--- src/core_settings.svh ---
`ifndef CORE_SETTINGS_SVH
`define CORE_SETTINGS_SVH

// Datapath and register file shape
`define CORE_DATA_WIDTH 32
`define CORE_REG_COUNT 16
`define CORE_OPCODE_WIDTH 8 // Low byte of the instruction word

// Byte strides
`define CORE_INSTR_BYTES 4 // One instruction or constant word
`define CORE_STACK_STEP 4  // Stack grows upward by one word

// Values after reset
`define CORE_RESET_POINTER 32'h0000_0000
`define CORE_REG_RESET 32'h0000_0000

`endif

--- src/memPkg.sv ---
`default_nettype none
`include "core_settings.svh"

package memPkg;

  typedef logic [`CORE_DATA_WIDTH-1:0] wordT; // Bus and register word
  typedef logic [`CORE_DATA_WIDTH-1:0] addrT; // Byte address

  // Purpose of one bus access
  typedef enum logic [1:0] {
    instrFetch,
    constFetch, // Word after the instruction
    dataAccess
  } accessT;

  // Request on the outside bus
  typedef struct packed {
    addrT addr;
    wordT wdata; // Don't care on reads
    logic write;
  } memReqT;

endpackage

`default_nettype wire

--- src/isaPkg.sv ---
`default_nettype none
`include "core_settings.svh"

package isaPkg;

  localparam int RegBits = $clog2(`CORE_REG_COUNT);
  typedef logic [RegBits-1:0] regIndexT;

  localparam regIndexT StackReg = 0; // r0 holds the stack pointer
  localparam regIndexT FlagReg = 1;  // Compare results land here

  // Bit 7 set means a constant word follows
  typedef enum logic [`CORE_OPCODE_WIDTH-1:0] {
    opHalt     = 8'h00,
    opMovRR    = 8'h01, // rd = rs
    opAddRRR   = 8'h02,
    opSubRRR   = 8'h03,
    opIncR     = 8'h04,
    opDecR     = 8'h05,
    opShlRRR   = 8'h06,
    opShrRRR   = 8'h07,
    opNegRR    = 8'h08, // rd = -rs
    opCmpRR    = 8'h09, // Flags from rd vs rs
    opCmpERRR  = 8'h0A, // rd = (rs == rt)
    opCmpNeRRR = 8'h0B,
    opCmpLtRRR = 8'h0C,
    opCmpGtRRR = 8'h0D,
    opLdRR     = 8'h0E, // rd = [rs]
    opPushR    = 8'h10,
    opPopR     = 8'h11,
    opCallR    = 8'h12, // Target in rd
    opRet      = 8'h13,
    opMovRC    = 8'h80,
    opAddRRC   = 8'h81,
    opSubRRC   = 8'h82,
    opCmpRC    = 8'h83, // Flags from rd vs constant
    opJmpC     = 8'h84,
    opJeC      = 8'h85,
    opJneC     = 8'h86,
    opJzRC     = 8'h87, // Tests rt
    opJnzRC    = 8'h88,
    opLdRC     = 8'h89, // rd = [c]
    opLdRRo    = 8'h8A, // rd = [rs + c]
    opStCR     = 8'h8B, // [c] = rs
    opStRoR    = 8'h8C  // [rd + c] = rs
  } opcodeT;

  typedef enum logic [2:0] {
    memNone,
    memLoad,
    memStore,
    memPush,
    memPop,
    memCall,
    memRet
  } memKindT;

  typedef struct packed {
    opcodeT   opcode;
    regIndexT rd;
    regIndexT rs;
    regIndexT rt;
    logic     hasConst;
    memKindT  memKind;
    logic     isControl; // Sets the pointer itself
  } decodedInstrT;

  typedef struct packed {
    logic         en;
    regIndexT     idx;
    memPkg::wordT data;
  } regWriteT;

endpackage

`default_nettype wire

--- src/instrDecode.sv ---
`timescale 1ns/1ps
`default_nettype none
`include "core_settings.svh"

module instrDecode (
  input  wire memPkg::wordT         instrWord,
  output      isaPkg::decodedInstrT decoded
);

  localparam int FieldBits = 8; // Each register field is one byte
  localparam int RegBits = $bits(isaPkg::regIndexT);

  isaPkg::opcodeT  op;
  isaPkg::memKindT kind;
  logic            isCtl;

  always_comb begin
    op    = isaPkg::opcodeT'(instrWord[`CORE_OPCODE_WIDTH-1:0]);
    kind  = isaPkg::memNone;
    isCtl = 1'b0;
    case (op)
      isaPkg::opMovRR, isaPkg::opAddRRR, isaPkg::opSubRRR, isaPkg::opIncR,
      isaPkg::opDecR, isaPkg::opShlRRR, isaPkg::opShrRRR, isaPkg::opNegRR,
      isaPkg::opCmpRR, isaPkg::opCmpERRR, isaPkg::opCmpNeRRR, isaPkg::opCmpLtRRR,
      isaPkg::opCmpGtRRR, isaPkg::opMovRC, isaPkg::opAddRRC, isaPkg::opSubRRC,
      isaPkg::opCmpRC: ; // Register only
      isaPkg::opLdRR, isaPkg::opLdRC, isaPkg::opLdRRo: kind = isaPkg::memLoad;
      isaPkg::opStCR, isaPkg::opStRoR: kind = isaPkg::memStore;
      isaPkg::opPushR: kind = isaPkg::memPush;
      isaPkg::opPopR: kind = isaPkg::memPop;
      isaPkg::opCallR: begin
        kind  = isaPkg::memCall;
        isCtl = 1'b1;
      end
      isaPkg::opRet: begin
        kind  = isaPkg::memRet;
        isCtl = 1'b1;
      end
      isaPkg::opJmpC, isaPkg::opJeC, isaPkg::opJneC, isaPkg::opJzRC,
      isaPkg::opJnzRC, isaPkg::opHalt: isCtl = 1'b1;
      default: begin
        op    = isaPkg::opHalt; // Unknown code stops the core
        isCtl = 1'b1;
      end
    endcase
  end

  always_comb begin
    decoded.opcode    = op;
    decoded.rd        = instrWord[FieldBits +: RegBits];
    decoded.rs        = instrWord[2*FieldBits +: RegBits];
    decoded.rt        = instrWord[3*FieldBits +: RegBits];
    decoded.hasConst  = op[`CORE_OPCODE_WIDTH-1]; // Clear for remapped halt
    decoded.memKind   = kind;
    decoded.isControl = isCtl;
  end

endmodule

`default_nettype wire

--- src/regFile.sv ---
`timescale 1ns/1ps
`default_nettype none
`include "core_settings.svh"

module regFile (
  input  wire logic                 clk,
  input  wire logic                 reset,
  input  wire isaPkg::decodedInstrT decoded,
  output      memPkg::wordT         readA, // rd
  output      memPkg::wordT         readB, // rs
  output      memPkg::wordT         readC, // rt
  output      memPkg::wordT         sp,
  output      memPkg::wordT         flags,
  input  wire isaPkg::regWriteT     regWrite,
  input  wire memPkg::wordT         spNext,
  input  wire logic                 commit
);

  memPkg::wordT regs [`CORE_REG_COUNT];

  always_ff @(posedge clk or posedge reset) begin
    if (reset) begin
      for (int i = 0; i < `CORE_REG_COUNT; i++) begin
        regs[i] <= `CORE_REG_RESET;
      end
    end else if (commit) begin
      if (regWrite.en) begin
        regs[regWrite.idx] <= regWrite.data;
      end
      regs[isaPkg::StackReg] <= spNext; // Later write, so sp wins on r0
    end
  end

  // Operands settle one cycle after decode
  always_ff @(posedge clk) begin
    readA <= regs[decoded.rd];
    readB <= regs[decoded.rs];
    readC <= regs[decoded.rt];
  end

  assign sp    = regs[isaPkg::StackReg];
  assign flags = regs[isaPkg::FlagReg];

endmodule

`default_nettype wire

--- src/execUnit.sv ---
`timescale 1ns/1ps
`default_nettype none
`include "core_settings.svh"

module execUnit (
  input  wire isaPkg::decodedInstrT decoded,
  input  wire memPkg::wordT         readA,
  input  wire memPkg::wordT         readB,
  input  wire memPkg::wordT         readC,
  input  wire memPkg::wordT         constWord,
  input  wire memPkg::wordT         loadWord,
  input  wire memPkg::wordT         sp,
  input  wire memPkg::wordT         flags,
  input  wire memPkg::addrT         ipointer,
  output      isaPkg::regWriteT     regWrite,
  output      memPkg::wordT         spNext,
  output      memPkg::addrT         nextPointer,
  output      logic                 haltReq
);

  memPkg::wordT arithB;     // rt or constant
  memPkg::wordT cmpWith;    // rs or constant
  memPkg::addrT seqPointer; // Fall-through address

  // Unsigned {greater, less, equal}
  function automatic logic [2:0] compare(memPkg::wordT a, memPkg::wordT b);
    return {a > b, a < b, a == b};
  endfunction

  assign arithB = decoded.hasConst ? constWord : readC;
  assign cmpWith = decoded.hasConst ? constWord : readB;
  assign seqPointer = ipointer + (decoded.hasConst ? 2 * `CORE_INSTR_BYTES : `CORE_INSTR_BYTES);

  always_comb begin
    regWrite.en   = 1'b1;
    regWrite.idx  = decoded.rd;
    regWrite.data = '0;
    spNext        = sp;
    nextPointer   = decoded.isControl ? ipointer : seqPointer; // Halt holds
    haltReq       = 1'b0;
    case (decoded.opcode)
      isaPkg::opMovRR: regWrite.data = readB;
      isaPkg::opMovRC: regWrite.data = constWord;
      isaPkg::opAddRRR, isaPkg::opAddRRC: regWrite.data = readB + arithB;
      isaPkg::opSubRRR, isaPkg::opSubRRC: regWrite.data = readB - arithB;
      isaPkg::opIncR: regWrite.data = readA + 1'b1;
      isaPkg::opDecR: regWrite.data = readA - 1'b1;
      isaPkg::opShlRRR: regWrite.data = readB << readC;
      isaPkg::opShrRRR: regWrite.data = readB >> readC;
      isaPkg::opNegRR: regWrite.data = -readB;
      isaPkg::opCmpRR, isaPkg::opCmpRC: begin
        regWrite.idx  = isaPkg::FlagReg;
        regWrite.data = {flags[`CORE_DATA_WIDTH-1:3], compare(readA, cmpWith)}; // Upper bits kept
      end
      isaPkg::opCmpERRR: regWrite.data = memPkg::wordT'(readB == readC);
      isaPkg::opCmpNeRRR: regWrite.data = memPkg::wordT'(readB != readC);
      isaPkg::opCmpLtRRR: regWrite.data = memPkg::wordT'(readB < readC);
      isaPkg::opCmpGtRRR: regWrite.data = memPkg::wordT'(readB > readC);
      isaPkg::opLdRR, isaPkg::opLdRC, isaPkg::opLdRRo: regWrite.data = loadWord;
      isaPkg::opStCR, isaPkg::opStRoR: regWrite.en = 1'b0; // Bus did the work
      isaPkg::opPopR: begin
        regWrite.data = loadWord;
        spNext        = sp - `CORE_STACK_STEP;
      end
      isaPkg::opPushR: begin
        regWrite.en = 1'b0;
        spNext      = sp + `CORE_STACK_STEP;
      end
      isaPkg::opCallR: begin
        regWrite.en = 1'b0;
        spNext      = sp + `CORE_STACK_STEP; // Return slot pushed
        nextPointer = readA;
      end
      isaPkg::opRet: begin
        regWrite.en = 1'b0;
        spNext      = sp - `CORE_STACK_STEP;
        nextPointer = loadWord + `CORE_INSTR_BYTES; // Skip the call itself
      end
      isaPkg::opJmpC: begin
        regWrite.en = 1'b0;
        nextPointer = constWord;
      end
      isaPkg::opJeC: begin
        regWrite.en = 1'b0;
        nextPointer = flags[0] ? constWord : seqPointer;
      end
      isaPkg::opJneC: begin
        regWrite.en = 1'b0;
        nextPointer = flags[0] ? seqPointer : constWord;
      end
      isaPkg::opJzRC: begin
        regWrite.en = 1'b0;
        nextPointer = (readC == '0) ? constWord : seqPointer;
      end
      isaPkg::opJnzRC: begin
        regWrite.en = 1'b0;
        nextPointer = (readC != '0) ? constWord : seqPointer;
      end
      default: begin
        regWrite.en = 1'b0; // Halt
        haltReq     = 1'b1;
      end
    endcase
    // Plain write to r0 moves sp as well
    if (regWrite.en && regWrite.idx == isaPkg::StackReg &&
        decoded.memKind != isaPkg::memPop) begin
      spNext = regWrite.data;
    end
  end

endmodule

`default_nettype wire

--- src/memAccess.sv ---
`timescale 1ns/1ps
`default_nettype none
`include "core_settings.svh"

module memAccess (
  input  wire logic                 clk,
  input  wire logic                 reset,
  input  wire logic                 accessStart,
  input  wire memPkg::accessT       accessKind,
  input  wire isaPkg::decodedInstrT decoded,
  input  wire memPkg::wordT         readA,
  input  wire memPkg::wordT         readB,
  input  wire memPkg::wordT         constWord,
  input  wire memPkg::wordT         sp,
  input  wire memPkg::addrT         ipointer,
  output      logic                 accessDone,
  output      memPkg::wordT         accessData,
  output      memPkg::memReqT       memReq,
  output      logic                 memReqValid,
  input  wire logic                 memReqReady,
  input  wire logic                 memRspValid,
  input  wire memPkg::wordT         memRspData
);

  typedef enum logic [1:0] {
    idle,
    request,  // Valid high, waiting for ready
    response
  } stateT;

  stateT          state;
  memPkg::memReqT reqNext;

  always_comb begin
    reqNext = '{addr: ipointer, wdata: '0, write: 1'b0}; // Instruction fetch
    case (accessKind)
      memPkg::constFetch: reqNext.addr = ipointer + `CORE_INSTR_BYTES;
      memPkg::dataAccess: begin
        case (decoded.memKind)
          isaPkg::memLoad: begin
            if (decoded.opcode == isaPkg::opLdRR) begin
              reqNext.addr = readB;
            end else if (decoded.opcode == isaPkg::opLdRC) begin
              reqNext.addr = constWord;
            end else begin
              reqNext.addr = readB + constWord; // Base plus offset
            end
          end
          isaPkg::memStore: begin
            reqNext.addr  = (decoded.opcode == isaPkg::opStCR) ? constWord : readA + constWord;
            reqNext.wdata = readB;
            reqNext.write = 1'b1;
          end
          isaPkg::memPush, isaPkg::memCall: begin
            reqNext.addr  = sp;
            reqNext.wdata = (decoded.memKind == isaPkg::memCall) ? ipointer : readA;
            reqNext.write = 1'b1;
          end
          default: reqNext.addr = sp - `CORE_STACK_STEP; // Pop and return
        endcase
      end
      default: ;
    endcase
  end

  always_ff @(posedge clk or posedge reset) begin
    if (reset) begin
      state      <= idle;
      accessDone <= 1'b0;
    end else begin
      accessDone <= 1'b0;
      case (state)
        idle: if (accessStart) state <= request;
        request: if (memReqReady) state <= response;
        response: begin
          if (memRspValid) begin
            state      <= idle;
            accessDone <= 1'b1; // One cycle after the response
          end
        end
        default: state <= idle;
      endcase
    end
  end

  always_ff @(posedge clk) begin
    if (state == idle && accessStart) begin
      memReq <= reqNext; // Held until the transfer
    end
    if (state == response && memRspValid) begin
      accessData <= memRspData;
    end
  end

  assign memReqValid = (state == request);

endmodule

`default_nettype wire

--- src/coreSequencer.sv ---
`timescale 1ns/1ps
`default_nettype none
`include "core_settings.svh"

module coreSequencer (
  input  wire logic                 clk,
  input  wire logic                 reset,
  input  wire isaPkg::decodedInstrT decoded,
  output      logic                 accessStart,
  output      memPkg::accessT       accessKind,
  input  wire logic                 accessDone,
  input  wire memPkg::wordT         accessData,
  output      memPkg::wordT         instrWord,
  output      memPkg::wordT         constWord,
  output      memPkg::wordT         loadWord,
  output      memPkg::addrT         ipointer,
  input  wire memPkg::addrT         nextPointer,
  input  wire logic                 haltReq,
  output      logic                 commit,
  output      logic                 halted
);

  typedef enum logic [3:0] {
    fetch,
    fetchWait,
    decode,
    operand,    // Register reads valid here
    constFetch,
    constWait,
    dataAccess,
    dataWait,
    execute,
    halt
  } stateT;

  stateT state;
  stateT stateNext;
  logic  needData;

  assign needData = (decoded.memKind != isaPkg::memNone);

  always_comb begin
    stateNext = state;
    case (state)
      fetch: stateNext = fetchWait;
      fetchWait: if (accessDone) stateNext = decode;
      decode: stateNext = operand;
      operand: begin
        if (decoded.hasConst) begin
          stateNext = constFetch;
        end else begin
          stateNext = needData ? dataAccess : execute;
        end
      end
      constFetch: stateNext = constWait;
      constWait: if (accessDone) stateNext = needData ? dataAccess : execute;
      dataAccess: stateNext = dataWait;
      dataWait: if (accessDone) stateNext = execute;
      execute: stateNext = haltReq ? halt : fetch;
      default: stateNext = halt; // Only reset leaves
    endcase
  end

  always_ff @(posedge clk or posedge reset) begin
    if (reset) begin
      state    <= fetch;
      ipointer <= `CORE_RESET_POINTER;
    end else begin
      state <= stateNext;
      if (commit) begin
        ipointer <= nextPointer;
      end
    end
  end

  // Words captured from the bus
  always_ff @(posedge clk) begin
    if (state == fetchWait && accessDone) instrWord <= accessData;
    if (state == constWait && accessDone) constWord <= accessData;
    if (state == dataWait && accessDone) loadWord <= accessData;
  end

  always_comb begin
    case (state)
      constFetch: accessKind = memPkg::constFetch;
      dataAccess: accessKind = memPkg::dataAccess;
      default: accessKind = memPkg::instrFetch;
    endcase
  end

  assign accessStart = (state == fetch) || (state == constFetch) || (state == dataAccess);
  assign commit      = (state == execute);
  assign halted      = (state == halt);

endmodule

`default_nettype wire

--- src/coreTop.sv ---
`timescale 1ns/1ps
`default_nettype none

module coreTop (
  input  wire logic           clk,
  input  wire logic           reset,
  output      memPkg::memReqT memReq,
  output      logic           memReqValid,
  input  wire logic           memReqReady,
  input  wire logic           memRspValid,
  input  wire memPkg::wordT   memRspData,
  output      logic           halted
);

  isaPkg::decodedInstrT decoded;
  isaPkg::regWriteT     regWrite;
  memPkg::accessT       accessKind;
  logic                 accessStart;
  logic                 accessDone;
  logic                 commit;
  logic                 haltReq;
  memPkg::wordT         accessData;
  memPkg::wordT         instrWord;
  memPkg::wordT         constWord;
  memPkg::wordT         loadWord;
  memPkg::wordT         readA;
  memPkg::wordT         readB;
  memPkg::wordT         readC;
  memPkg::wordT         sp;
  memPkg::wordT         flags;
  memPkg::wordT         spNext;
  memPkg::addrT         ipointer;
  memPkg::addrT         nextPointer;

  coreSequencer u_sequencer (
    .clk(clk), .reset(reset), .decoded(decoded),
    .accessStart(accessStart), .accessKind(accessKind),
    .accessDone(accessDone), .accessData(accessData),
    .instrWord(instrWord), .constWord(constWord), .loadWord(loadWord),
    .ipointer(ipointer), .nextPointer(nextPointer), .haltReq(haltReq),
    .commit(commit), .halted(halted)
  );

  instrDecode u_decode (.instrWord(instrWord), .decoded(decoded));

  regFile u_regs (
    .clk(clk), .reset(reset), .decoded(decoded),
    .readA(readA), .readB(readB), .readC(readC), .sp(sp), .flags(flags),
    .regWrite(regWrite), .spNext(spNext), .commit(commit)
  );

  execUnit u_exec (
    .decoded(decoded), .readA(readA), .readB(readB), .readC(readC),
    .constWord(constWord), .loadWord(loadWord), .sp(sp), .flags(flags),
    .ipointer(ipointer), .regWrite(regWrite), .spNext(spNext),
    .nextPointer(nextPointer), .haltReq(haltReq)
  );

  // Only bus master in the core
  memAccess u_mem (
    .clk(clk), .reset(reset), .accessStart(accessStart), .accessKind(accessKind),
    .decoded(decoded), .readA(readA), .readB(readB), .constWord(constWord),
    .sp(sp), .ipointer(ipointer), .accessDone(accessDone), .accessData(accessData),
    .memReq(memReq), .memReqValid(memReqValid), .memReqReady(memReqReady),
    .memRspValid(memRspValid), .memRspData(memRspData)
  );

endmodule

`default_nettype wire

--- config.mk ---
export PLATFORM = sky130hd
export DESIGN_NAME = coreTop
export DESIGN_NICKNAME = d
export VERILOG_FILES = /design/src/memPkg.sv /design/src/isaPkg.sv /design/src/instrDecode.sv /design/src/regFile.sv /design/src/execUnit.sv /design/src/memAccess.sv /design/src/coreSequencer.sv /design/src/coreTop.sv
export VERILOG_INCLUDE_DIRS = /design/src
export SDC_FILE = /design/constraint.sdc
export NUM_CORES = 2
export LEC_CHECK = 0
export CAP_MARGIN = 0
export CORE_MARGIN = 4
export CORE_UTILIZATION = 25
export CTS_CLUSTER_DIAMETER = 150
export DETAILED_ROUTE_END_ITERATION = 8
export DONT_BUFFER_PORTS = 1
export SYNTH_ARGS = -nofsm -noshare
export SYNTH_HDL_FRONTEND = slang
export SYNTH_SLANG_ARGS = --single-unit
--- constraint.sdc ---
create_clock -name clk -period 43.5 [get_ports clk]
set_input_delay 4.35 -clock clk [delete_from_list [all_inputs] [get_ports clk]]
set_output_delay 4.35 -clock clk [all_outputs]
set_load 0.03 [all_outputs]
# Word-level counts from Yosys, hierarchy flattened
# Index checks and enable logic that the tools add are counted.
dict set report totals {
  wordCells 232
  regBits 836
  in_bits 36
  output_inout_bits 67
}
dict set report op_classes {
  shift 2
  n_mux 49
  bitwise_logic 4
  addsub 12
  order_cmp 9
  n_eq_ne 89
  n_reduce_logical 37
}
# cell n
set ops {}
lappend ops {{$mux 32} 19}
lappend ops {{$bwmux 512} 1}
lappend ops {{$pmux 32 s15} 1}
lappend ops {{$bmux 32 s4} 3}
lappend ops {{$pmux 32 s7} 1}
lappend ops {{$eq 8x8->1 const B} 26}
lappend ops {{$add 32x32->32} 4}
lappend ops {{$demux 32 s4} 1}
lappend ops {{$pmux 32 s2} 2}
lappend ops {{$eq 8x4->1 const B} 14}
lappend ops {{$add 32x3->32 const B} 3}
lappend ops {{$pmux 32 s3} 1}
lappend ops {{$pmux 33 s2} 1}
lappend ops {{$eq 32x32->1} 2}
lappend ops {{$eq 8x3->1 const B} 8}
lappend ops {{$eq 8x5->1 const B} 8}
lappend ops {{$gt 32x32->1} 2}
lappend ops {{$lt 32x32->1} 2}
lappend ops {{$pmux 4 s9} 1}
lappend ops {{$add 32x1->32 const B} 1}
lappend ops {{$eq 8x2->1 const B} 4}
lappend ops {{$logic_not 32->1} 1}
lappend ops {{$mux 4} 8}
lappend ops {{$ne 32x32->1} 1}
lappend ops {{other kinds (45)} 87}

# Depth between registers and ports, before layout
dict set report depth {
  ltp_word 12
  ltp_mapped 27
  mapped_depth_nobuf 21
}

# Cells and area by module
# A second synthesis with hierarchy kept.
dict set report hier_totals {
  cells_unflattened 6182
  area_unflattened_um2 65238.8
}
# module cells_per_inst area_each_um2 n_inst seq_area_each_um2
set by_module_without_submodules {}
lappend by_module_without_submodules {regFile 2107 33011.7 1 14734.1}
lappend by_module_without_submodules {execUnit 2501 16917.5 1 0.0}
lappend by_module_without_submodules {memAccess 1312 10512.6 1 2987.9}
lappend by_module_without_submodules {coreSequencer 207 4426.7 1 3783.6}
lappend by_module_without_submodules {instrDecode 55 370.4 1 0.0}

# Least setup slack after synthesis
# No wires, ideal clock.
dict set report synth_path {
  path_type {reg-to-reg}
  startpoint {register u_sequencer.state[2]}
  endpoint {register u_mem.memReq[0] (netlist name)}
  arrival_time_ps 7624
  setup_time_ps 675
  path_buffers 1
  synth_period_minus_slack_ps 8298
  slack_ps 35202
  stages_incl_launch_ff 5
  path_cell_list {dfrtp_1 > clkbuf_1 > inv_1 > a21oi_1 > nor4b_1}
}
dict set report synth_between {
  elab_chain_len 4
  elab_cells_between_ends 6
  cone_classes {2 x eq/ne; 4 x reduce/logical}
}
# item line
set synth_rtl {}
lappend synth_rtl {{from (decl)} coreSequencer.sv:36} ;# stateT state;
lappend synth_rtl {{from (signal assigned)} coreSequencer.sv:66} ;# state <= fetch;
lappend synth_rtl {{from (signal assigned)} coreSequencer.sv:69} ;# state <= stateNext;
lappend synth_rtl {{$eq 4x3->1 / $logic_not 4->1 (equally long branches)} coreSequencer.sv:91} ;# assign accessStart = (state == fetch) || (state == constFetch) || (state == dataAccess);
lappend synth_rtl {{$logic_or 1x1->1} coreSequencer.sv:91}
lappend synth_rtl {{$logic_or 1x1->1 *} coreSequencer.sv:91}
lappend synth_rtl {{$logic_and 1x1->1 *} memAccess.sv:87} ;# if (state == idle && accessStart) begin
# Every way passes the cells marked *; elsewhere a longest branch is shown, timed or not.
# A chain may end at the register's enable or synchronous reset.

# Final worst setup path
dict set report layout_path {
  startpoint {register u_sequencer.instrWord[1]}
  endpoint {register u_regs.regs[255] (netlist name)}
}
dict set report layout_between {
  elab_chain_len 12
  elab_cells_between_ends 74
  cone_classes {2 x add/sub; 2 x order compare; 52 x eq/ne; 8 x mux; 1 x bitwise; 9 x reduce/logical}
}
# item line
set layout_rtl {}
lappend layout_rtl {{from (decl)} coreSequencer.sv:13} ;# output memPkg::wordT instrWord,
lappend layout_rtl {{from (signal assigned)} coreSequencer.sv:78} ;# if (state == fetchWait && accessDone) instrWord <= accessData;
lappend layout_rtl {{$eq 8x8->1 (tied with other cells)} instrDecode.sv:21} ;# case (op)
lappend layout_rtl {{$reduce_or 32->1 (no line)} -}
lappend layout_rtl {{$mux 8 *} instrDecode.sv:21}
lappend layout_rtl {{$eq 8x4->1 / $eq 8x8->1 (equally long branches)} execUnit.sv:41} ;# case (decoded.opcode)
lappend layout_rtl {{$reduce_or 2->1} execUnit.sv:41}
lappend layout_rtl {{$mux 4} execUnit.sv:41}
lappend layout_rtl {{$not 4->5 (implied by the code)} regFile.sv:28} ;# regs[regWrite.idx] <= regWrite.data;
lappend layout_rtl {{$ge 5x5->1 (implied by the code) / $lt 5x1->1 (equally long branches)} regFile.sv:28}
lappend layout_rtl {{$logic_and 1x1->1 (implied by the code)} regFile.sv:28}
lappend layout_rtl {{$mux 32 (implied by the code)} regFile.sv:28}
lappend layout_rtl {{$demux 32 s4} regFile.sv:28}
lappend layout_rtl {{$bwmux 512} regFile.sv:28}
lappend layout_rtl {{to (signal, indexed assignment)} regFile.sv:24} ;# regs[i] <= `CORE_REG_RESET;
lappend layout_rtl {{to (signal, indexed assignment)} regFile.sv:28}
lappend layout_rtl {{to (signal, indexed assignment)} regFile.sv:30} ;# regs[isaPkg::StackReg] <= spNext;
lappend layout_rtl {{to (decl)} regFile.sv:19} ;# memPkg::wordT regs [`CORE_REG_COUNT];
# Marked as above.

==> flow_summary.ini <==
[outcome]
status = finished, final reports clean

[placement]
place_congestion = 1.02
portBuffers = 0
dpl.hpwl_um = 195000

[critical_path]
crit_path_start = u_sequencer.instrWord[1]$_DFFE_PP_
path_buf_inv = 3
cpLargestDelayFamily = compound AO/OA/AOI/OAI gates
r2r-start = u_sequencer.instrWord[1]$_DFFE_PP_
cpMostUsedCell = a21oi_1
cp-end-kind = flop
cp.arrival_ns = 8.79
r2r_setup_slack_ns = 35.30
critPathSlowestCell = edfxtp_1
slowest_delay_ns = 0.99
worstSetupPathType = flop to flop
reg2reg_depth = 20
critPathLaunchType = flop
crit_fanout = 39
required_ns = 44.09
rr_endpoint = u_regs.regs[255]$_DFFE_PP0P_
cp_cell_sequence = nand2_1 > nor3_4 > or4_1 > o21ai_4 > clkinv_2 > buf_4 > buf_4 > mux2i_1 > xor2_1 > ha_1 > a21oi_1 > o21ai_0 > a2111o_1 > a31oi_1 > nand3_1 > a221o_1 > a21oi_1 > xnor2_1 > a211oi_2 > a21oi_1

[clock_network]
htree_levels = 3
cts_root_buffer = clkbuf_16
numCtsBuffers = 96
cts_setup_buffers = 0
cts_tree = built
post_cts_resized = 0
worstSkewPairLatency_ns = 0.78
cts_sinks = 828
path_clk_slew_ns = 0.06
clockBufferDepth = 3
cts_hold_buf = 0

[sta]
final.setup_skew_ns = 0.0555
slew_headroom_pct = 1.14
fmax_ghz = 0.122
hold_slack_ns = 0.484
fin_crit_sh_pct = 18.8
tns_ns = 0
finalWorstPathRequiredPeriod_ns = 8.20
slew_violations = 0
rsz0062_at_grt = false
worst_pin_slew_ns = 1.48
hold_viol = 0
setup_viol = 0

[floorplanning]
core_um2 = 241000
die_width_um = 500
initial_utilization_pct = 25.1
die_y_um = 500
die-area_um2 = 250000
num_io_pins = 103
row_count = 180

[synthesis]
syn_area_per_cell_um2 = 9.85
synth_seq_cells = 828
synth.area.top_cells = dfrtp_1, mux4_2, edfxtp_1, o21ai_0, nand2_1
seq_area_frac_synth_pct = 35.0
synth_edf_count = 181
yosysWarnings = 0
synth_area_um2 = 60500
mappedNetlistNets = 6377
yosys.area.top_type = dfrtp_1
ys_types = 98
synth_flop_cell = dfrtp_1
syn_inst = 6140
synthArstFlopShare_pct = 66.5
synth_top_area_share_pct = 22.8

[grt]
grt_max_degree = 159
grt.total_usage_pct = 21.4
grt_overflow = 0
grt_antenna_before_repair = 19
grt_pass1_wl_um = 393000
first_global_vias = 52100

[routing]
wl_um = 276000
vias = 54600
drc_errors = 0
firstDrtPassIters = 9
wire_per_inst_um = 30.1
final_antenna_net_count = 0
drt_first_iter_violations = 7979
routed_via_density = 5.95

[layout]
final_cell_mix = nand2_1, o21ai_0, dfrtp_1, mux4_2, a21oi_1
final_nets = 6138
final_common_cell = nand2_1
drive_gt1_share_pct = 17.3
area_growth_pct = 12.1

[hold_path]
hp-class = flop to flop
min-delay-start = u_mem.accessData[8]$_DFFE_PP_
whs_endpoint = u_sequencer.constWord[8]$_DFFE_PP_
hold_path_depth = 0

[power_and_ir_drop]
power_leakage_uw = 0.0252
power.density_nw_per_um2 = 36.8
ir_worst_vdd_mv = 0.0364

[run]
drv_cap = 0
-- kinds of logic after synthesis --
family / Yosys count / synth area share (%)
xor+xnor: 188 / 2.72
simple gates: 1860 / 14.1
fa+ha+maj: 201 / 4.22
buf+inv: 648 / 4.13
mux: 654 / 22.0
compound gates: 1761 / 17.9
flops: 828 / 35.0
-- registers in the layout, summed over array words and instances, names as in the netlist --
register               cells
u_regs.readC              32
u_regs.regs              448
u_sequencer.state          4
u_mem.accessData          32
u_sequencer.instrWord     20
u_sequencer.loadWord      32
u_mem.accessDone           1
u_regs.sp                 32
u_regs.readB              32
u_mem.memReq              65
u_regs.flags              32
u_regs.readA              32
u_mem.state                2
u_sequencer.constWord     32
u_sequencer.ipointer      32
-- worst register-to-register path, cell delays in order, from the launching register on --
cell and delay (ns):
edfxtp_1 0.99, nand2_1 0.41, nor3_4 0.99, or4_1 0.38
o21ai_4 0.09, clkinv_2 0.05, buf_4 0.43, buf_4 0.66
mux2i_1 0.40, xor2_1 0.22, ha_1 0.32, a21oi_1 0.21
o21ai_0 0.21, a2111o_1 0.45, a31oi_1 0.21, nand3_1 0.23
a221o_1 0.41, a21oi_1 0.21, xnor2_1 0.11, a211oi_2 0.88
a21oi_1 0.19
-- cell type report --
cell class / instances / area [um^2]
multi-input cells: 4664 / 37200
diodes: 3 / 7.51
flip-flops and latches: 828 / 21200
clock inverters: 44 / 643
clock buffers: 137 / 2770
fillers: 25000 / 173000
inverters: 103 / 395
well taps: 3185 / 3990
repair buffers: 208 / 1640
-- stage by stage --
step / utilization (%) / cell area (um^2) / setup slack, ns / power [uW] / instances
floorplan: - / 60500 / 23.74 / 1370 / 6140
detailed placement: 26.7 / 64400 / 35.55 / 1610 / 8988
global placement: 26.7 / 64400 / 35.60 / 1610 / 8988
global route: 28.2 / 67800 / 34.89 / 2590 / 9170
finish: 28.2 / 67800 / 35.30 / 2500 / 9172
CTS: 28.2 / 67800 / 35.48 / 2490 / 9169
-- worst max-delay path by stage --
stage / to / slack, ns / cells after the start
after global placement: u_regs.sp[31]$_DFFE_PP0P_ / 35.60 / 21
after CTS: u_regs.regs[383]$_DFFE_PP0P_ / 35.48 / 20
final: u_regs.regs[255]$_DFFE_PP0P_ / 35.30 / 20
after detailed placement: u_regs.regs[255]$_DFFE_PP0P_ / 35.55 / 20
after global routing: u_regs.regs[383]$_DFFE_PP0P_ / 34.89 / 20
after floorplan: u_mem.accessDone$_DFF_PP0_ / 23.74 / 1
-- Yosys cell counts (all sizes together) (14+ instances only) --
cell type  number
nand3         113
dfxtp          96
a22oi          33
dfrtp         551
or4            29
a22o           18
o21bai         19
nor4           56
or3            38
a221oi         46
nor3          124
edfxtp        181
a31oi          41
clkbuf        451
and2           19
nor2b          60
o221ai         27
nand3b         17
a222oi         33
a221o          18
inv           100
or2            15
nand2b         33
o211ai         57
o21a           31
buf            94
a2111oi        14
xnor2         108
a21oi         473
nand2         745
nor2          458
a211oi         60
and3           40
xor2           80
mux4          538
nand4          65
o21ai         658
mux2i         104
o22ai          28
o31ai          25
ha            196
a21o           66
-- routing by layer --
metal  GRT usage, %  wire (um)
met5              0         52
met4           8.53      13200
met3           5.32      30800
met2           31.4     117000
met1           30.0     115000
-- power by group --
group	internal (uW)	total, uW	switching [uW]	leakage, uW
Sequential	856	958	102	0.0101
Clock	513	878	365	0.00167
Combinational	239	659	420	0.0135
Total	1610	2500	887	0.0252
Power figures use the tool's default switching activity.
